`config.mk`:
```
export PLATFORM = sky130hd
export DESIGN_NAME = carry_select_adder
export DESIGN_NICKNAME = d
export VERILOG_FILES = /design/src/design/adder_cfg_pkg.sv /design/src/design/carry_pkg.sv /design/src/design/status_encoder.sv /design/src/design/prefix_level.sv /design/src/design/prefix_tree.sv /design/src/design/operand_delay.sv /design/src/design/prefix_adder.sv /design/src/design/carry_select_adder.sv
export SDC_FILE = /design/constraint.sdc
export NUM_CORES = 1
export LEC_CHECK = 0
export BUFFER_PORTS_ARGS = -buffer_cell sky130_fd_sc_hd__buf_4
export CAP_MARGIN = 30
export CORE_ASPECT_RATIO = 2
export CORE_UTILIZATION = 50
export CTS_CLUSTER_SIZE = 24
export DETAILED_ROUTE_END_ITERATION = 8
export HOLD_SLACK_MARGIN = 0.12
export PLACE_DENSITY = 0.74
export SETUP_SLACK_MARGIN = 0.5
export SYNTH_ARGS = -nofsm -noshare
export SYNTH_HDL_FRONTEND = slang
export SYNTH_SLANG_ARGS = --single-unit
export TNS_END_PERCENT = 5
```
`constraint.sdc`:
```
create_clock -name clk -period 2.1 [get_ports clk]
set_input_delay 0.105 -clock clk [delete_from_list [all_inputs] [get_ports clk]]
set_output_delay 0.105 -clock clk [all_outputs]
set_load 0.01 [all_outputs]
```
`src/design/adder_cfg_pkg.sv`:
```
`default_nettype none

package adder_cfg_pkg;

    // operand widths
    localparam int total_width = 64;
    localparam int half_width  = total_width / 2;

    // prefix levels between pipeline registers
    localparam int levels_per_stage = 2;

    // encode register, then one register per group of levels
    // a final partial group still costs a full register
    function automatic int pipe_latency(int width, int lps = levels_per_stage);
        return 1 + ($clog2(width) + lps - 1) / lps;
    endfunction

endpackage

`default_nettype wire

```
`src/design/carry_pkg.sv`:
```
`default_nettype none

package carry_pkg;

    // per-span carry class, upper bit says carry may leave the span
    typedef enum logic [1:0] {
        carry_kill      = 2'b00,
        carry_propagate = 2'b10,
        carry_generate  = 2'b11
    } carry_status_t;

    // a propagating upper span takes the class of the span below it
    function automatic carry_status_t combine_status(carry_status_t upper,
                                                     carry_status_t lower);
        if (upper == carry_propagate)
            return lower;
        else
            return upper;
    endfunction

endpackage

`default_nettype wire

```
`src/design/status_encoder.sv`:
```
`timescale 1ns/1ps
`default_nettype none

module status_encoder #(
    parameter int width = adder_cfg_pkg::half_width
) (
    input  logic [width-1:0]                     a,
    input  logic [width-1:0]                     b,
    input  logic                                 cin,
    output carry_pkg::carry_status_t [width-1:0] status
);
    import carry_pkg::*;

    logic carry_zero;

    // carry out of bit zero is already known, so bit zero never propagates
    assign carry_zero = (a[0] & b[0]) | (a[0] & cin) | (b[0] & cin);

    always_comb
    begin
        status[0] = carry_zero ? carry_generate : carry_kill;
        for (int i = 1; i < width; i++)
        begin
            if (a[i] & b[i])
                status[i] = carry_generate;
            else if (a[i] | b[i])
                status[i] = carry_propagate;
            else
                status[i] = carry_kill;
        end
    end

endmodule

`default_nettype wire

```
`src/design/prefix_level.sv`:
```
`timescale 1ns/1ps
`default_nettype none

module prefix_level #(
    parameter int width = adder_cfg_pkg::half_width,
    parameter int span  = 1
) (
    input  carry_pkg::carry_status_t [width-1:0] status_in,
    output carry_pkg::carry_status_t [width-1:0] status_out
);
    import carry_pkg::*;

    // bits below span already cover everything down to bit zero
    always_comb
    begin
        status_out = status_in;
        for (int i = span; i < width; i++)
            status_out[i] = combine_status(status_in[i], status_in[i - span]);
    end

endmodule

`default_nettype wire

```
`src/design/prefix_tree.sv`:
```
`timescale 1ns/1ps
`default_nettype none

module prefix_tree #(
    parameter int width            = adder_cfg_pkg::half_width,
    parameter int levels_per_stage = adder_cfg_pkg::levels_per_stage
) (
    input  logic                                 clk,
    input  logic                                 reset,
    input  carry_pkg::carry_status_t [width-1:0] status,
    output logic [width-1:0]                     carry
);
    import carry_pkg::*;

    localparam int levels = $clog2(width);

    carry_status_t [width-1:0] status_q;

    // encode register
    always_ff @(posedge clk)
    begin
        if (reset)
        begin
            for (int i = 0; i < width; i++)
                status_q[i] <= carry_kill;
        end
        else
            status_q <= status;
    end

    for (genvar l = 0; l < levels; l++)
    begin : g_level
        carry_status_t [width-1:0] level_in;
        carry_status_t [width-1:0] level_out;
        carry_status_t [width-1:0] stage_out;

        if (l == 0)
        begin : g_first
            assign level_in = status_q;
        end
        else
        begin : g_next
            assign level_in = g_level[l - 1].stage_out;
        end

        prefix_level #(
            .width (width),
            .span  (1 << l)
        ) u_level (
            .status_in  (level_in),
            .status_out (level_out)
        );

        // register after each full group and after the last level
        if ((l + 1) % levels_per_stage == 0 || l == levels - 1)
        begin : g_reg
            always_ff @(posedge clk)
            begin
                if (reset)
                begin
                    for (int i = 0; i < width; i++)
                        stage_out[i] <= carry_kill;
                end
                else
                    stage_out <= level_out;
            end
        end
        else
        begin : g_wire
            assign stage_out = level_out;
        end
    end

    // fully resolved here, every bit is kill or generate
    always_comb
    begin
        for (int i = 0; i < width; i++)
            carry[i] = (g_level[levels - 1].stage_out[i] == carry_generate);
    end

endmodule

`default_nettype wire

```
`src/design/operand_delay.sv`:
```
`timescale 1ns/1ps
`default_nettype none

module operand_delay #(
    parameter int width = adder_cfg_pkg::half_width,
    parameter int depth = adder_cfg_pkg::pipe_latency(adder_cfg_pkg::half_width)
) (
    input  logic             clk,
    input  logic             reset,
    input  logic             in_valid,
    input  logic [width-1:0] a,
    input  logic [width-1:0] b,
    input  logic             cin,
    output logic             d_valid,
    output logic [width-1:0] d_a,
    output logic [width-1:0] d_b,
    output logic             d_cin
);
    logic             valid_q [depth];
    logic [width-1:0] a_q     [depth];
    logic [width-1:0] b_q     [depth];
    logic             cin_q   [depth];

    always_ff @(posedge clk)
    begin
        if (reset)
        begin
            for (int i = 0; i < depth; i++)
                valid_q[i] <= 1'b0;
        end
        else
        begin
            valid_q[0] <= in_valid;
            for (int i = 1; i < depth; i++)
                valid_q[i] <= valid_q[i - 1];
        end
    end

    always_ff @(posedge clk)
    begin
        a_q[0]   <= a;
        b_q[0]   <= b;
        cin_q[0] <= cin;
        for (int i = 1; i < depth; i++)
        begin
            a_q[i]   <= a_q[i - 1];
            b_q[i]   <= b_q[i - 1];
            cin_q[i] <= cin_q[i - 1];
        end
    end

    assign d_valid = valid_q[depth - 1];
    assign d_a     = a_q[depth - 1];
    assign d_b     = b_q[depth - 1];
    assign d_cin   = cin_q[depth - 1];

endmodule

`default_nettype wire

```
`src/design/prefix_adder.sv`:
```
`timescale 1ns/1ps
`default_nettype none

module prefix_adder #(
    parameter int width            = adder_cfg_pkg::half_width,
    parameter int levels_per_stage = adder_cfg_pkg::levels_per_stage
) (
    input  logic             clk,
    input  logic             reset,
    input  logic             in_valid,
    input  logic [width-1:0] a,
    input  logic [width-1:0] b,
    input  logic             cin,
    output logic             out_valid,
    output logic [width-1:0] sum,
    output logic             cout
);
    import adder_cfg_pkg::*;
    import carry_pkg::*;

    localparam int latency = pipe_latency(width, levels_per_stage);

    carry_status_t [width-1:0] status;
    logic [width-1:0]          carry;
    logic [width-1:0]          d_a;
    logic [width-1:0]          d_b;
    logic                      d_cin;

    status_encoder #(
        .width (width)
    ) u_encoder (
        .a      (a),
        .b      (b),
        .cin    (cin),
        .status (status)
    );

    prefix_tree #(
        .width            (width),
        .levels_per_stage (levels_per_stage)
    ) u_tree (
        .clk    (clk),
        .reset  (reset),
        .status (status),
        .carry  (carry)
    );

    // operands wait in step with the tree
    operand_delay #(
        .width (width),
        .depth (latency)
    ) u_delay (
        .clk      (clk),
        .reset    (reset),
        .in_valid (in_valid),
        .a        (a),
        .b        (b),
        .cin      (cin),
        .d_valid  (out_valid),
        .d_a      (d_a),
        .d_b      (d_b),
        .d_cin    (d_cin)
    );

    // carry into bit i is the resolved carry out of bit i-1
    assign sum  = d_a ^ d_b ^ {carry[width-2:0], d_cin};
    assign cout = carry[width-1];

endmodule

`default_nettype wire

```
`src/design/carry_select_adder.sv`:
```
`timescale 1ns/1ps
`default_nettype none

module carry_select_adder #(
    parameter int total_width      = adder_cfg_pkg::total_width,
    parameter int levels_per_stage = adder_cfg_pkg::levels_per_stage
) (
    input  logic                   clk,
    input  logic                   reset,
    input  logic                   in_valid,
    input  logic [total_width-1:0] a,
    input  logic [total_width-1:0] b,
    input  logic                   cin,
    output logic                   out_valid,
    output logic [total_width-1:0] sum,
    output logic                   cout
);
    localparam int half = total_width / 2;

    logic [half-1:0] sum_lo;
    logic            cout_lo;
    logic [half-1:0] sum_hi0;
    logic            cout_hi0;
    logic [half-1:0] sum_hi1;
    logic            cout_hi1;

    prefix_adder #(
        .width            (half),
        .levels_per_stage (levels_per_stage)
    ) u_lower (
        .clk       (clk),
        .reset     (reset),
        .in_valid  (in_valid),
        .a         (a[half-1:0]),
        .b         (b[half-1:0]),
        .cin       (cin),
        .out_valid (out_valid),
        .sum       (sum_lo),
        .cout      (cout_lo)
    );

    // upper half computed for both possible carries
    prefix_adder #(
        .width            (half),
        .levels_per_stage (levels_per_stage)
    ) u_upper_c0 (
        .clk       (clk),
        .reset     (reset),
        .in_valid  (in_valid),
        .a         (a[total_width-1:half]),
        .b         (b[total_width-1:half]),
        .cin       (1'b0),
        .out_valid (),
        .sum       (sum_hi0),
        .cout      (cout_hi0)
    );

    prefix_adder #(
        .width            (half),
        .levels_per_stage (levels_per_stage)
    ) u_upper_c1 (
        .clk       (clk),
        .reset     (reset),
        .in_valid  (in_valid),
        .a         (a[total_width-1:half]),
        .b         (b[total_width-1:half]),
        .cin       (1'b1),
        .out_valid (),
        .sum       (sum_hi1),
        .cout      (cout_hi1)
    );

    // all three copies share one latency, so the select lines up
    assign sum  = {cout_lo ? sum_hi1 : sum_hi0, sum_lo};
    assign cout = cout_lo ? cout_hi1 : cout_hi0;

endmodule

`default_nettype wire

```
==> impl_metrics.toml <==
[synth]
yosys_register_bits = 1126
synth_area_per_cell_um2 = 11.4
synth_area_um2 = 31400
yosys_warnings = 0
ys_seq_area_share_pct = 71.7
async_flop_share_pct = 0
synthDistinctLibCells = 32
synth_area_leaders = "dfxtp_1 72%, nor2_1 6.1%, a21oi_1 2.8%"
syn_inst = 2759
yosysMostFrequentCell = "dfxtp_1"
synth_top_area_share_pct = 71.7
synth_fp_nets = 2891
yosysTopAreaCell = "dfxtp_1"
ys_top_cells_by_count = "1126 x dfxtp_1, 507 x nor2_1, 175 x a21oi_1"
synth_ff_type = "dfxtp_1"
synth_edf_count = 0

[timing]
hold_violations = 0
rsz0062_at_grt = "yes"
fin_crit_sh_pct = 96.6
fin_skew_ps = 24.6
min_period_ps = 2030
finalSetupTns_ps = 0
drv_slew = 0
relSlewSlack_pct = 42.0
tightest_slew_ps = 864
setup_violations = 0
clock.fmax_ghz = 0.493

[die]
die-area_um2 = 64000
die_w_um = 179
rows = 129
die_h_um = 357
design.core.area_um2 = 62000
start_util_pct = 50.7
io_pins = 198

[setup_path]
crit_path_max_fanout = 6
r2r_setup_slack_ps = 570
reg2reg_depth = 2
timing.rr.start = "u_upper_c1.u_tree.g_level[0].level_in[42]"
critical_path_class = "flop to output port"
crit_start = "u_lower.u_tree.g_level[4].stage_out[62]"
end_kind = "output port"
required_ps = 2000
worstPathArrival_ps = 1920
endpoint = "sum[63]"
worstReg2RegEnd = "u_upper_c1.u_tree.g_level[1].stage_out[43]"
critPathLaunchType = "flop"

[outcome]
status = "finished, violations left"
violations = "design-rule violations"

[global_route]
grt_pass1_wl_um = 127000
grt_usage_pct = 27.6
grt_pass1_vias = 22000
overflow = 0
antenna_found_initial = 2
grt_max_degree = 77

[cts]
cts_max_path_buffers = 3
cts.sinks = 1126
cts_tree = "yes"
cts_max_level = 3
cts_root_buffer = "clkbuf_16"
clock_latency_ps = 660
clk_pin_slew_ps = 70
cts_buffers = 90

[cells_and_area]
utilization_pct = 65.3
final_nets = 3404
areaGrowthSynthToFinish_pct = 28.6
drive_above_1_share_pct = 17.3

[power]
leakage_nw = 15.7
power.density_nw_per_um2 = 1070
ir_drop_uv = 845
power_mw = 43.2

[route]
drt_iter0_markers = 1080
drc = 12
vias = 20800
wl_per_cell_um = 21.0
finalWirelength_um = 86600
final_antenna_net_count = 0
viasPerCell = 5.03
drtPass1Iterations = 9

[placement]
hpwl_um = 61900
place_congestion = 0.962
port_buffers = 197

[worst_hold_path]
min_path_type = "primary input to flop"

[job]
max_cap_violations = 0
## report_power, final
group | total [mW] | switching (mW) | internal (mW)
Sequential | 22.7 | 0.482 | 22.2
Combinational | 2.22 | 1.09 | 1.13
Clock | 18.3 | 7.83 | 10.5
## critical path: stages, from the launching register on
cell,delay [ps]
dfxtp_2,340
and2_4,210
buf_4,150
o21ai_4,210
xnor2_1,180
buf_4,170
## routing by layer
| layer | share of wire [%] | track usage [%] | up-vias |
|---|---|---|---|
| met1 | 30 | 22.6 | 9910 |
| met3 | 3.1 | 3.39 | 245 |
| met5 | 0 | 0 | - |
| met4 | 9.5 | 24.3 | 0 |
| met2 | 58 | 54.9 | 548 |
| li1 | - | - | 10100 |
## cell type report
cell class              instances  area [um2]
diodes                          1        2.50
clock inverters                56         827
fillers                      4543       21500
repair buffers                498        4560
inverters                      35         131
clock buffers                 108        2400
flip-flops and latches       1126       22600
well taps                     786         983
multi-input cells            1521        8930
## kinds of logic after synthesis
group | after synthesis | synth area share (%)
compound gates | 528 | 10.7
xor+xnor | 128 | 3.56
buf+inv | 112 | 1.78
flops | 1126 | 71.7
mux | 1 | 0.0318
simple gates | 864 | 12.2
## placed cells by master, fill, tap and decap left out, drive strengths merged, types with 2 or more instances in the layout
cell type,synthesis,layout
a2111oi,24,24
dlygate4sd3,0,254
xor2,31,31
nand4,30,30
inv,35,44
nor2b,125,125
nand2,125,125
clkinvlp,0,6
bufinv,0,18
o21ai,146,146
o22ai,10,10
a21oi,175,175
buf,52,244
a211oi,97,97
nor3,2,2
nor3b,16,16
nand2b,48,48
dfxtp,1126,1126
clkinv,0,23
o211ai,3,3
or3,4,4
or2,5,5
nor2,507,507
xnor2,97,97
o21a,71,71
clkbuf,25,108
a21o,2,2
## how the worst min path moves through the flow
stage | endpoint | depth (start not counted) | slack (ps) | startpoint
after floorplan | u_lower.u_delay.a_q[0][0] | 0 | 130 | a[0]
after global placement | u_lower.u_delay.b_q[0][0] | 1 | 220 | b[0]
after detailed placement | u_lower.u_delay.b_q[0][0] | 1 | 220 | b[0]
after CTS | u_upper_c1.u_delay.b_q[0][1] | 2 | 120 | b[33]
after global routing | u_upper_c1.u_delay.b_q[0][1] | 2 | 130 | b[33]
final | u_upper_c1.u_delay.b_q[0][1] | 2 | 150 | b[33]
## through the flow
stage,setup WS [ps],cell area (um2),hold WS [ps],cells
4_1_cts,28.8,39800,123,4130
5_1_grt,-14.1,40500,128,4131
3_3_place_gp,540,33900,219,3707
2_1_floorplan,937,31400,133,2759
6_report,72.2,40500,150,4131
3_5_place_dp,510,33900,218,3707
## flip-flops by register name (all words and copies together) (netlist names)
name                                 cells
u_lower.u_delay.a_q                    128
u_lower.u_delay.b_q                    128
u_lower.u_delay.cin_q                    4
u_lower.u_delay.valid_q                  4
u_lower.u_tree.g_level.level_in         63
u_lower.u_tree.g_level.stage_out       189
u_upper_c0.u_delay.a_q                 128
u_upper_c0.u_delay.b_q                  32
u_upper_c0.u_tree.g_level.level_in       1
u_upper_c0.u_tree.g_level.stage_out    113
u_upper_c1.u_delay.b_q                  96
u_upper_c1.u_tree.g_level.level_in      63
u_upper_c1.u_tree.g_level.stage_out    177
## what timing repair did
action	in CTS	in global routing
hold endpoints to repair	467	0
pin swaps	4	106
buffers inserted	4	0
setup endpoints to repair	65	65
gates cloned	1	0
hold buffers	254	0
resized for setup	20	149
No activity file was read; power rests on OpenSTA's default activity.
